$ cat src/include/vga_defines.svh
// VGA paddle constants
// screen timing for 800x600 at 40 MHz, paddle geometry, position limits
// and the 12-bit colours used by the painters

`ifndef VGA_DEFINES_SVH
`define VGA_DEFINES_SVH

// --------------------------------------------------
// horizontal timing, in pixels
`define VGA_H_ACTIVE 800
`define VGA_H_FP 40
`define VGA_H_SYNC 128
`define VGA_H_TOTAL 1056

// vertical timing, in lines
`define VGA_V_ACTIVE 600
`define VGA_V_FP 1
`define VGA_V_SYNC 4
`define VGA_V_TOTAL 628

// --------------------------------------------------
// paddle size and its fixed top row
`define RECT_WIDTH 48
`define RECT_HEIGHT 64
`define RECT_YPOS 500

// left edge limits, 80 pixels of margin on both sides
`define XPOS_MIN 80
`define XPOS_MAX 672
`define XPOS_RESET 376

// clocks per one pixel step
`define STEP_DIV_DEFAULT 20000

// colours as 12'hRGB
`define COLOR_BLANK 12'h000
`define COLOR_BG 12'h135
`define COLOR_BORDER 12'hfff
`define COLOR_RECT 12'hf80

`endif

$ cat src/vga_pkg.sv
// VGA paddle types
// colour word and the timing bundle that travels between the video stages

`default_nettype none

package vga_pkg;

  // --------------------------------------------------
  // one pixel colour, 4 bits per channel
  typedef struct packed {
    logic [3:0] r;
    logic [3:0] g;
    logic [3:0] b;
  } rgb_t;

  // --------------------------------------------------
  // timing bundle for one pixel
  // counts, syncs and blanks are always aligned to each other
  typedef struct packed {
    logic [10:0] hcount;
    logic [10:0] vcount;
    // positive polarity syncs
    logic        hsync;
    logic        vsync;
    // high outside the active area
    logic        hblnk;
    logic        vblnk;
  } vga_bus_t;

endpackage

`default_nettype wire

$ cat src/draw_background.sv
// Background painter
// fills the active area with the background colour, draws a one pixel
// frame on its edges and blanks everything else

`timescale 1ns/100ps
`default_nettype none

`include "vga_defines.svh"

module draw_background (
  input  logic               pclk,
  input  logic               rst,
  input  vga_pkg::vga_bus_t  vga_in,
  output vga_pkg::vga_bus_t  vga_out,
  output vga_pkg::rgb_t      rgb_out
);

  vga_pkg::rgb_t rgb_nxt;
  logic          on_border;

  // first and last active row and column
  assign on_border = (vga_in.hcount == 11'd0) ||
                     (vga_in.hcount == 11'(`VGA_H_ACTIVE - 1)) ||
                     (vga_in.vcount == 11'd0) ||
                     (vga_in.vcount == 11'(`VGA_V_ACTIVE - 1));

  always_comb begin
    if (vga_in.hblnk || vga_in.vblnk) begin
      rgb_nxt = `COLOR_BLANK;
    end else if (on_border) begin
      rgb_nxt = `COLOR_BORDER;
    end else begin
      rgb_nxt = `COLOR_BG;
    end
  end

  // --------------------------------------------------
  // one stage, stream and colour together
  always_ff @(posedge pclk) begin
    if (rst) begin
      vga_out       <= '0;
      vga_out.hblnk <= 1'b1;
      vga_out.vblnk <= 1'b1;
      rgb_out       <= `COLOR_BLANK;
    end else begin
      vga_out <= vga_in;
      rgb_out <= rgb_nxt;
    end
  end

endmodule

`default_nettype wire

$ cat src/draw_rect.sv
// Rectangle painter
// overlays the paddle on the incoming picture, using a copy of the
// position taken once per frame so the image never tears

`timescale 1ns/100ps
`default_nettype none

`include "vga_defines.svh"

module draw_rect (
  input  logic               pclk,
  input  logic               rst,
  input  logic [10:0]        xpos,
  input  vga_pkg::vga_bus_t  vga_in,
  input  vga_pkg::rgb_t      rgb_in,
  output vga_pkg::vga_bus_t  vga_out,
  output vga_pkg::rgb_t      rgb_out
);

  logic [10:0]   xpos_frame;
  logic          frame_start;
  logic          in_cols;
  logic          in_rows;
  logic          active;
  vga_pkg::rgb_t rgb_nxt;

  assign frame_start = (vga_in.vcount == 11'd0) && (vga_in.hcount == 11'd0);

  // --------------------------------------------------
  // frame copy of the position
  always_ff @(posedge pclk) begin
    if (rst) begin
      xpos_frame <= 11'(`XPOS_RESET);
    end else if (frame_start) begin
      xpos_frame <= xpos;
    end
  end

  // --------------------------------------------------
  // rectangle hit test
  assign in_cols = (vga_in.hcount >= xpos_frame) &&
                   (vga_in.hcount < xpos_frame + 11'(`RECT_WIDTH));
  assign in_rows = (vga_in.vcount >= 11'(`RECT_YPOS)) &&
                   (vga_in.vcount < 11'(`RECT_YPOS + `RECT_HEIGHT));
  assign active  = !vga_in.hblnk && !vga_in.vblnk;

  always_comb begin
    if (active && in_cols && in_rows) begin
      rgb_nxt = `COLOR_RECT;
    end else begin
      rgb_nxt = rgb_in;
    end
  end

  // --------------------------------------------------
  // output stage
  always_ff @(posedge pclk) begin
    if (rst) begin
      vga_out       <= '0;
      vga_out.hblnk <= 1'b1;
      vga_out.vblnk <= 1'b1;
      rgb_out       <= `COLOR_BLANK;
    end else begin
      vga_out <= vga_in;
      rgb_out <= rgb_nxt;
    end
  end

endmodule

`default_nettype wire

$ cat src/position_rect_ctl.sv
// Paddle position controller
// moves the paddle's left edge by one pixel per step period while a
// button is held, clamped to the allowed window

`timescale 1ns/100ps
`default_nettype none

`include "vga_defines.svh"

module position_rect_ctl #(
  parameter int step_div = `STEP_DIV_DEFAULT
) (
  input  logic        pclk,
  input  logic        rst,
  input  logic        left,
  input  logic        right,
  output logic [10:0] xpos
);

  localparam int cnt_w = (step_div > 1) ? $clog2(step_div) : 1;
  localparam logic [cnt_w-1:0] cnt_last = cnt_w'(step_div - 1);

  typedef enum logic [1:0] {
    idle,
    move_left,
    move_right
  } state_t;

  state_t            state;
  state_t            state_nxt;
  logic [cnt_w-1:0]  step_cnt;
  logic [cnt_w-1:0]  step_cnt_nxt;
  logic [10:0]       xpos_nxt;
  logic              step_hit;

  // --------------------------------------------------
  // next state
  // both buttons together count as no button
  always_comb begin
    if (left && !right) begin
      state_nxt = move_left;
    end else if (right && !left) begin
      state_nxt = move_right;
    end else begin
      state_nxt = idle;
    end
  end

  assign step_hit = (step_cnt == cnt_last);

  // --------------------------------------------------
  // step counter and position
  // counting only runs while the move continues, so the
  // release edge does not add a step
  always_comb begin
    step_cnt_nxt = '0;
    xpos_nxt     = xpos;
    if ((state != idle) && (state_nxt == state)) begin
      if (step_hit) begin
        if (state == move_left) begin
          xpos_nxt = (xpos <= 11'(`XPOS_MIN)) ? 11'(`XPOS_MIN) : xpos - 11'd1;
        end else begin
          xpos_nxt = (xpos >= 11'(`XPOS_MAX)) ? 11'(`XPOS_MAX) : xpos + 11'd1;
        end
      end else begin
        step_cnt_nxt = step_cnt + 1'b1;
      end
    end
  end

  // --------------------------------------------------
  // registers
  always_ff @(posedge pclk) begin
    if (rst) begin
      state    <= idle;
      step_cnt <= '0;
      xpos     <= 11'(`XPOS_RESET);
    end else begin
      state    <= state_nxt;
      step_cnt <= step_cnt_nxt;
      xpos     <= xpos_nxt;
    end
  end

endmodule

`default_nettype wire

$ cat src/vga_paddle_top.sv
// VGA paddle display
// timing, background, button position control and paddle overlay
// chained into one 800x600 video output

`timescale 1ns/100ps
`default_nettype none

`include "vga_defines.svh"

module vga_paddle_top #(
  parameter int step_div = `STEP_DIV_DEFAULT
) (
  input  logic          pclk,
  input  logic          rst,
  input  logic          left,
  input  logic          right,
  output logic          hsync,
  output logic          vsync,
  output vga_pkg::rgb_t rgb,
  output logic [10:0]   hcount,
  output logic [10:0]   vcount,
  output logic [10:0]   xpos
);

  vga_pkg::vga_bus_t vga_tim;
  vga_pkg::vga_bus_t vga_bg;
  vga_pkg::vga_bus_t vga_rect;
  vga_pkg::rgb_t     rgb_bg;

  // --------------------------------------------------
  // video pipeline, two stages after the counters
  vga_timing u_vga_timing (
    .pclk    (pclk),
    .rst     (rst),
    .vga_out (vga_tim)
  );

  draw_background u_draw_background (
    .pclk    (pclk),
    .rst     (rst),
    .vga_in  (vga_tim),
    .vga_out (vga_bg),
    .rgb_out (rgb_bg)
  );

  draw_rect u_draw_rect (
    .pclk    (pclk),
    .rst     (rst),
    .xpos    (xpos),
    .vga_in  (vga_bg),
    .rgb_in  (rgb_bg),
    .vga_out (vga_rect),
    .rgb_out (rgb)
  );

  // --------------------------------------------------
  // paddle position
  position_rect_ctl #(
    .step_div (step_div)
  ) u_position_rect_ctl (
    .pclk  (pclk),
    .rst   (rst),
    .left  (left),
    .right (right),
    .xpos  (xpos)
  );

  // delayed counts belong to the rgb on the same clock
  assign hsync  = vga_rect.hsync;
  assign vsync  = vga_rect.vsync;
  assign hcount = vga_rect.hcount;
  assign vcount = vga_rect.vcount;

endmodule

`default_nettype wire

$ cat src/vga_timing.sv
// VGA timing generator
// pixel and line counters for 800x600, with registered sync and blanking
// levels that stay aligned to the counts

`timescale 1ns/100ps
`default_nettype none

`include "vga_defines.svh"

module vga_timing (
  input  logic               pclk,
  input  logic               rst,
  output vga_pkg::vga_bus_t  vga_out
);

  // sync windows
  localparam int hs_start = `VGA_H_ACTIVE + `VGA_H_FP;
  localparam int hs_end   = hs_start + `VGA_H_SYNC;
  localparam int vs_start = `VGA_V_ACTIVE + `VGA_V_FP;
  localparam int vs_end   = vs_start + `VGA_V_SYNC;

  vga_pkg::vga_bus_t vga_q;
  logic [10:0] h_nxt;
  logic [10:0] v_nxt;
  logic        h_wrap;
  logic        v_wrap;

  // --------------------------------------------------
  // next counts
  always_comb begin
    h_wrap = (vga_q.hcount == 11'(`VGA_H_TOTAL - 1));
    v_wrap = (vga_q.vcount == 11'(`VGA_V_TOTAL - 1));
    h_nxt  = h_wrap ? 11'd0 : vga_q.hcount + 11'd1;
    if (h_wrap) begin
      v_nxt = v_wrap ? 11'd0 : vga_q.vcount + 11'd1;
    end else begin
      v_nxt = vga_q.vcount;
    end
  end

  // --------------------------------------------------
  // counters and levels, decoded from the next counts so
  // that they land in the same register stage
  always_ff @(posedge pclk) begin
    if (rst) begin
      vga_q <= '0;
    end else begin
      vga_q.hcount <= h_nxt;
      vga_q.vcount <= v_nxt;
      vga_q.hsync  <= (h_nxt >= 11'(hs_start)) && (h_nxt < 11'(hs_end));
      vga_q.vsync  <= (v_nxt >= 11'(vs_start)) && (v_nxt < 11'(vs_end));
      vga_q.hblnk  <= (h_nxt >= 11'(`VGA_H_ACTIVE));
      vga_q.vblnk  <= (v_nxt >= 11'(`VGA_V_ACTIVE));
    end
  end

  assign vga_out = vga_q;

endmodule

`default_nettype wire
$ cat config.mk
export PLATFORM = sky130hd
export DESIGN_NAME = vga_paddle_top
export DESIGN_NICKNAME = d
export VERILOG_FILES = /design/src/vga_pkg.sv /design/src/draw_background.sv /design/src/draw_rect.sv /design/src/position_rect_ctl.sv /design/src/vga_paddle_top.sv /design/src/vga_timing.sv
export VERILOG_INCLUDE_DIRS = /design/src /design/src/include
export SDC_FILE = /design/constraint.sdc
export NUM_CORES = 1
export LEC_CHECK = 0
export ABC_CLOCK_PERIOD_IN_PS = 4630
export BUFFER_PORTS_ARGS = -buffer_cell sky130_fd_sc_hd__clkbuf_2
export CORE_AREA = 2 2 107 109
export CTS_BUF_LIST = sky130_fd_sc_hd__clkbuf_8
export DETAILED_ROUTE_END_ITERATION = 8
export DIE_AREA = 0 0 109 111
export PLACE_DENSITY = 0.76
export SLEW_MARGIN = 0
export SYNTH_ARGS = -nofsm -noshare
export SYNTH_HDL_FRONTEND = slang
export SYNTH_HIERARCHICAL = 1
export SYNTH_SLANG_ARGS = --single-unit
$ cat constraint.sdc
create_clock -name pclk -period 4.63 [get_ports pclk]
set_input_delay 0.2315 -clock pclk [delete_from_list [all_inputs] [get_ports pclk]]
set_output_delay 0.2315 -clock pclk [all_outputs]
set_load 0.005 [all_outputs]
==> results of run 1 <==
-- through the flow --
step	hold WS [ns]	power, W	utilization (%)
after floorplan	0.3031	0.001247	-
after global placement	0.4209	0.001258	57.01
after detailed placement	0.4258	0.001263	57.01
after CTS	0.02567	0.002097	60.17
after global routing	0.05963	0.002156	60.17
final	0.05702	0.002074	60.17
-- final timing paths --
check | from | to | slack [ns] | cells past startpoint
worst max-delay path | u_position_rect_ctl/xpos[0]$_SDFFE_PP0P_ | u_position_rect_ctl/xpos[5]$_SDFFE_PP1P_ | 1.90 | 7
worst min-delay path | left | u_position_rect_ctl/state[0]$_SDFF_PP0_ | 0.06 | 3
worst max register to register | u_position_rect_ctl/xpos[0]$_SDFFE_PP0P_ | u_position_rect_ctl/xpos[5]$_SDFFE_PP1P_ | 1.90 | 7
worst min register to register | u_vga_timing/vga_out[3]$_SDFF_PP0_ | u_draw_background/vga_out[3]$_SDFF_PP0_ | 0.44 | 1
-- power by group --
| part | internal (W) | leakage (nW) | switching [W] |
|---|---|---|---|
| logic | 0.0000378 | 1.36 | 0.0000591 |
| clock network | 0.000396 | 0.175 | 0.000440 |
| registers | 0.00113 | 1.05 | 0.0000132 |
-- cell type report --
cell class / count / area (µm²)
inverters: 22 / 82.58
fillers: 955 / 4412
clock inverters: 13 / 88.84
clock buffers: 19 / 261.5
well taps: 143 / 178.9
repair buffers: 52 / 265.3
multi-input cells: 481 / 3206
flip-flops and latches: 129 / 2582
-- metal layers --
metal,GRT usage [%],vias to the layer above
met3,5.467,19
met1,27.38,2291
met4,7.863,0
met5,0,-
li1,-,2426
met2,36.60,121
-- placed cells by master (no fill, tap or decap), types with 19 or more instances in the layout --
cell type and count:
nor2_1 66, clkbuf_8 19, inv_1 23, nand3_1 27, dfxtp_1 129, a21oi_1 28
ha_1 24, nor2b_1 53, clkbuf_2 50, xnor2_1 24, nand2_1 34
-- worst reg2reg max path, stage by stage (launching register included) --
cell	delay, ns
dfxtp_1	0.37
inv_1	0.11
ha_1	0.24
or3b_4	0.43
a311oi_2	0.81
nor2_4	0.07
a211o_1	0.30
a211o_1	0.30
-- sequential cells by signal, indices dropped and copies added, names as in the netlist --
signal                        count
u_draw_background/vga_out        26
u_vga_timing/vga_out             26
u_draw_rect/vga_out              24
u_position_rect_ctl/step_cnt     15
u_draw_rect/rgb_out              12
u_draw_rect/xpos_frame           11
u_position_rect_ctl/xpos         11
u_draw_background/rgb_out         2
u_position_rect_ctl/state         2
==> summary.md, run 1 <==
* **Crit Path Max Fanout** 11
* **post-layout net count** 731
* **Starting DRT DRC Count** 283
* **total number of vias** 4,857
* **clock root buffer** clkbuf_8
* **Setup crit start kind** register
* **GRT Overall Usage** 22.02%
* **post-synth net total** 706
* **Pre-Repair DR Iteration Count** 4
* **final non-filler cell area** 0.006665 mm²
* **share of the clock period used by the worst path after layout** 58.94%
* **Post-CTS Hold Fix Bufs** 0
* **highest metal layer used by the detailed router** met4
* **# DRC** 0
* **Finished Layout Cells** 859
* **most common cell type on the critical path** a211o_1
* **via count of the first global-routing pass** 4,631
* **CP bufs+invs** 1
* **worst path arrival time** 3.06 ns
* **number of antenna violations at the first check in global routing** 0
* **remaining antenna violation count** 0
* **pin slew with the least headroom to its limit** 0.9042 ns
* **Final Slew Violations** 0
* **critical path capture point type** register
* **final estimated routing congestion in global placement** 0.8853
* **Post-Route M1 WL** 5.658 mm
* **depth of the CTS H-tree** 4
* **CTS clk-pin slew, worst paths** 0.08 ns
* **Post-CTS Resized** 0
* **worst IR drop on VDD** 0.2203 mV
* **total wire length** 12.85 mm
* **Inst Count DP** 827
* **buffers from clock root to sink, at most** 2
* **die outline area** 0.01210 mm²
* **setup repair bufs after CTS** 0
* **cell type group with the largest total delay on the critical path** compound AO/OA/AOI/OAI gates
* **Sinks on Clock Net** 129
* **library cell contributing the largest single delay on the critical path** a311oi_2
* **Die X-Extent** 109 µm
* **global-route wire length before repair** 21.27 mm
* **Setup CP Type** reg2reg
* **num ports** 51
* **cell area after synthesis** 0.006171 mm²
* **final total negative setup slack** 0 ns
* **routed length on met3** 598 µm
* **maximum number of pins on one net before global-route repair** 38
* **dpl ws** 1.948 ns
* **setup ws final** 1.901 ns
* **final number of setup-violating endpoints** 0
* **Post-Synthesis Mean Instance Area** 9.102 µm²
* **remaining max-slew budget at the tightest pin** 39.72%
* **total leakage power** 2.586 nW
* **crit-path max cell delay** 0.81 ns
* **clock skew after layout** 0.009181 ns
* **Yosys warning total** 6
* **minimum period implied by the final worst setup slack** 2.729 ns
* **die extent in y** 111 µm
* **post-detail-place hpwl** 9.100 mm
* **TritonCTS buffer count** 17
* **Power Dens Cells** 311.2 mW/mm²
* **source-to-sink clock delay at the later pin of the worst-skew pair** 0.43 ns
* **CTS tree** yes
* **Area after DPL** 0.006315 mm²
* **number of hold-slack violations in the final timing report** 0
* **effective utilization at floorplan** 55.71%
* **worst min-delay path class** in2reg
* **maximum operating frequency** 0.3664 GHz
* **total overflow reported by the global router** 0
* **unrepaired setup endpoints after global routing** no
* **share of post-route cells with drive strength above 1** 16.90%
* **count of antenna diodes in the layout** 0
* **count of buffers from port buffering** 50
* **vias per cell** 5.654
* **number of standard-cell rows in the floorplan** 39
* **wire length on met2** 6.390 mm
* **core region area** 0.01108 mm²
* **wire per inst** 14.96 µm
* **Layout Area Growth over Synthesis** 8.009%
* **number of maximum-capacitance constraint violations** 0
* **CP Data Required Time** 4.96 ns
* **series of cell instances along the critical path** inv_1 -> ha_1 -> or3b_4 -> a311oi_2 -> nor2_4 -> a211o_1 -> a211o_1
* **Mapped Cells** 678
* **outcome** completed
(Power assumes the default switching activity.)
==> inputs of run 2 (changes only) <==
Settings changed: ABC_AREA set to 1, ABC_CLOCK_PERIOD_IN_PS 4630 to 2500, CORE_AREA 2 2 107 109 to 2 2 112 114, DIE_AREA 0 0 109 111 to 0 0 114 116, PLACE_DENSITY 0.76 to 0.78.
Clock period 4.63 ns to 2.5 ns, I/O delays scaled along.
==> run 2 against run 1 <==
Against the previous run:
- final cell count increased by 37%
- synthesized cell count increased by 44%
- die area increased by 9.3%
- first-iteration DRC count increased by 79%
==> summary.md, run 2 <==
* **post-synth net total** 1,003
* **TritonCTS buffer count** 17
* **Sinks on Clock Net** 129
* **Area after DPL** 0.006955 mm²
* **Yosys warning total** 6
* **worst min-delay path class** in2reg
* **number of hold-slack violations in the final timing report** 0
* **unrepaired setup endpoints after global routing** no
* **Crit Path Max Fanout** 7
* **Final Slew Violations** 0
* **CP Data Required Time** 2.84 ns
* **capture endpoint of the worst hold path** u_position_rect_ctl/xpos[5]$_SDFFE_PP1P_
* **series of cell instances along the critical path** inv_1 -> ha_2 -> nor2_1 -> nand2_1 -> nor3_2 -> xor2_1 -> ha_1 -> nand2_1 -> inv_1 -> nand2_2 -> nor2_1 -> nand2_1 -> nand2_1 -> nor2_2 -> nand3_4 -> nand2_4 -> nor2_1
* **count of buffers from port buffering** 50
* **total overflow reported by the global router** 0
* **CTS clk-pin slew, worst paths** 0.08 ns
* **Post-Synthesis Mean Instance Area** 6.886 µm²
* **effective utilization at floorplan** 56.37%
* **final total negative setup slack** 0 ns
* **critical path capture point type** register
* **maximum operating frequency** 0.4311 GHz
* **clock skew after layout** 0.01161 ns
* **Pre-Repair DR Iteration Count** 5
* **largest registers** u_draw_background/vga_out: 26 flops, u_vga_timing/vga_out: 26 flops, u_draw_rect/vga_out: 24 flops
* **final non-filler cell area** 0.007396 mm²
* **total leakage power** 3.497 nW
* **remaining max-slew budget at the tightest pin** 73.64%
* **post-detail-place hpwl** 9.871 mm
* **GRT Overall Usage** 21.15%
* **setup slack on the worst flop-to-flop path** 0.18 ns
* **wire per inst** 11.62 µm
* **remaining antenna violation count** 0
* **count of antenna diodes in the layout** 0
* **library cell contributing the largest single delay on the critical path** dfxtp_1
* **die outline area** 0.01322 mm²
* **final number of setup-violating endpoints** 0
* **outcome** completed
* **FF-to-FF Start** u_draw_rect/xpos_frame[5]$_SDFFE_PP1P_
* **Starting DRT DRC Count** 506
* **core region area** 0.01191 mm²
* **minimum period implied by the final worst setup slack** 2.320 ns
* **final estimated routing congestion in global placement** 0.9424
* **most common cell type on the critical path** nand2_1
* **die extent in y** 116 µm
* **number of antenna violations at the first check in global routing** 0
* **depth of the CTS H-tree** 4
* **number of maximum-capacitance constraint violations** 0
* **num ports** 51
* **number of standard-cell rows in the floorplan** 40
* **post-layout net count** 1,046
* **crit-path max cell delay** 0.32 ns
* **maximum number of pins on one net before global-route repair** 95
* **cell area after synthesis** 0.006714 mm²
* **Finished Layout Cells** 1,178
* **Layout Area Growth over Synthesis** 10.16%
* **setup ws final** 0.1801 ns
* **worst IR drop on VDD** 0.3278 mV
* **endpoint of the worst-slack reg-to-reg timing path** u_draw_rect/rgb_out[2]$_SDFF_PP0_
* **Mapped Cells** 975
* **Die X-Extent** 114 µm
* **most used cells in the layout excluding fill and tap cells** 196 x nand2_1, 165 x nor2_1, 163 x inv_1, 128 x dfxtp_1, 74 x nand3_1
* **number of cell instances on the worst register-to-register path** 17
* **source-to-sink clock delay at the later pin of the worst-skew pair** 0.45 ns
* **Setup crit start kind** register
* **Setup CP Type** reg2reg
* **buffers from clock root to sink, at most** 2
* **worst hold path stage count** 3
* **CTS tree** yes
* **utilization after layout** 62.09%
* **# DRC** 0
* **Inst Count DP** 1,143
* **setup repair bufs after CTS** 0
* **worst path arrival time** 2.66 ns
* **share of post-route cells with drive strength above 1** 14.74%
* **total number of vias** 5,847
* **global-route wire length before repair** 22.45 mm
* **dpl ws** 0.1718 ns
* **pin slew with the least headroom to its limit** 0.3955 ns
* **via count of the first global-routing pass** 4,940
* **clock root buffer** clkbuf_8
* **share of the clock period used by the worst path after layout** 92.79%
* **most common cell after layout, fill and taps aside** nand2_1
* **Min-Delay Startpoint** rst
* **Power Dens Cells** 554.2 mW/mm²
* **vias per cell** 4.963
* **total wire length** 13.69 mm
[run 2: critical path, delay by kind of cell, from the launching register on]
kind,cells,cell delay [ns]
and+or+nand+nor,12,1.14
adders and majority gates,2,0.45
DFF,1,0.32
xor gates and xnor gates,1,0.19
buffers and inverters,2,0.12
[run 2: stage by stage]
step	hold slack, ns	power, W
6_report	0.09315	0.004099
5_1_grt	0.09621	0.004260
4_1_cts	0.06764	0.004139
3_5_place_dp	0.3290	0.002371
3_3_place_gp	0.3292	0.002364
2_1_floorplan	0.2026	0.002334
[run 2: worst max-delay path by stage]
stage                                                 startpoint                                 to  slack [ns]  cells past startpoint
after floorplan           u_draw_rect/xpos_frame[4]$_SDFFE_PP1P_  u_draw_rect/rgb_out[0]$_SDFF_PP0_        0.40                     17
after global placement    u_draw_rect/xpos_frame[4]$_SDFFE_PP1P_  u_draw_rect/rgb_out[1]$_SDFF_PP0_        0.25                     17
after detailed placement  u_draw_rect/xpos_frame[4]$_SDFFE_PP1P_  u_draw_rect/rgb_out[2]$_SDFF_PP0_        0.17                     17
after CTS                 u_draw_rect/xpos_frame[4]$_SDFFE_PP1P_  u_draw_rect/rgb_out[2]$_SDFF_PP0_        0.16                     17
after global routing      u_draw_rect/xpos_frame[4]$_SDFFE_PP1P_  u_draw_rect/rgb_out[2]$_SDFF_PP0_        0.01                     17
final                     u_draw_rect/xpos_frame[5]$_SDFFE_PP1P_  u_draw_rect/rgb_out[2]$_SDFF_PP0_        0.18                     17
[run 2: where the power goes]
group / internal [W] / switching [W] / leakage, nW
combinational: 0.0000762 / 0.000141 / 2.24
sequential: 0.00209 / 0.0000209 / 1.05
clock: 0.000939 / 0.000831 / 0.209
total: 0.00311 / 0.000993 / 3.50
[run 2: layer usage]
metal	part of all wire (%)	up-vias	GRT usage (%)	wire [µm]
met5	0	-	0	0
li1	-	3095	-	-
met2	45	138	33.25	6201
met3	4.9	20	4.864	666
met1	48	2594	28.22	6560
met4	1.9	0	8.699	256
[run 2: area by class of cell]
cell class,instances,area (µm²)
timing repair buffer,55,307.8
inverter,171,641.9
multi-input combinational,644,3279
sequential,129,2584
tap,147,183.9
fill,1084,4516
clock buffer,19,261.5
clock inverter,13,137.6
[run 2: repair_timing]
action / 4_1_cts / 5_1_grt
endpoints found under the setup margin: 0 / 12
hold endpoints to repair: 2 / 0
resized for setup: 0 / 5
hold buffers: 3 / 0
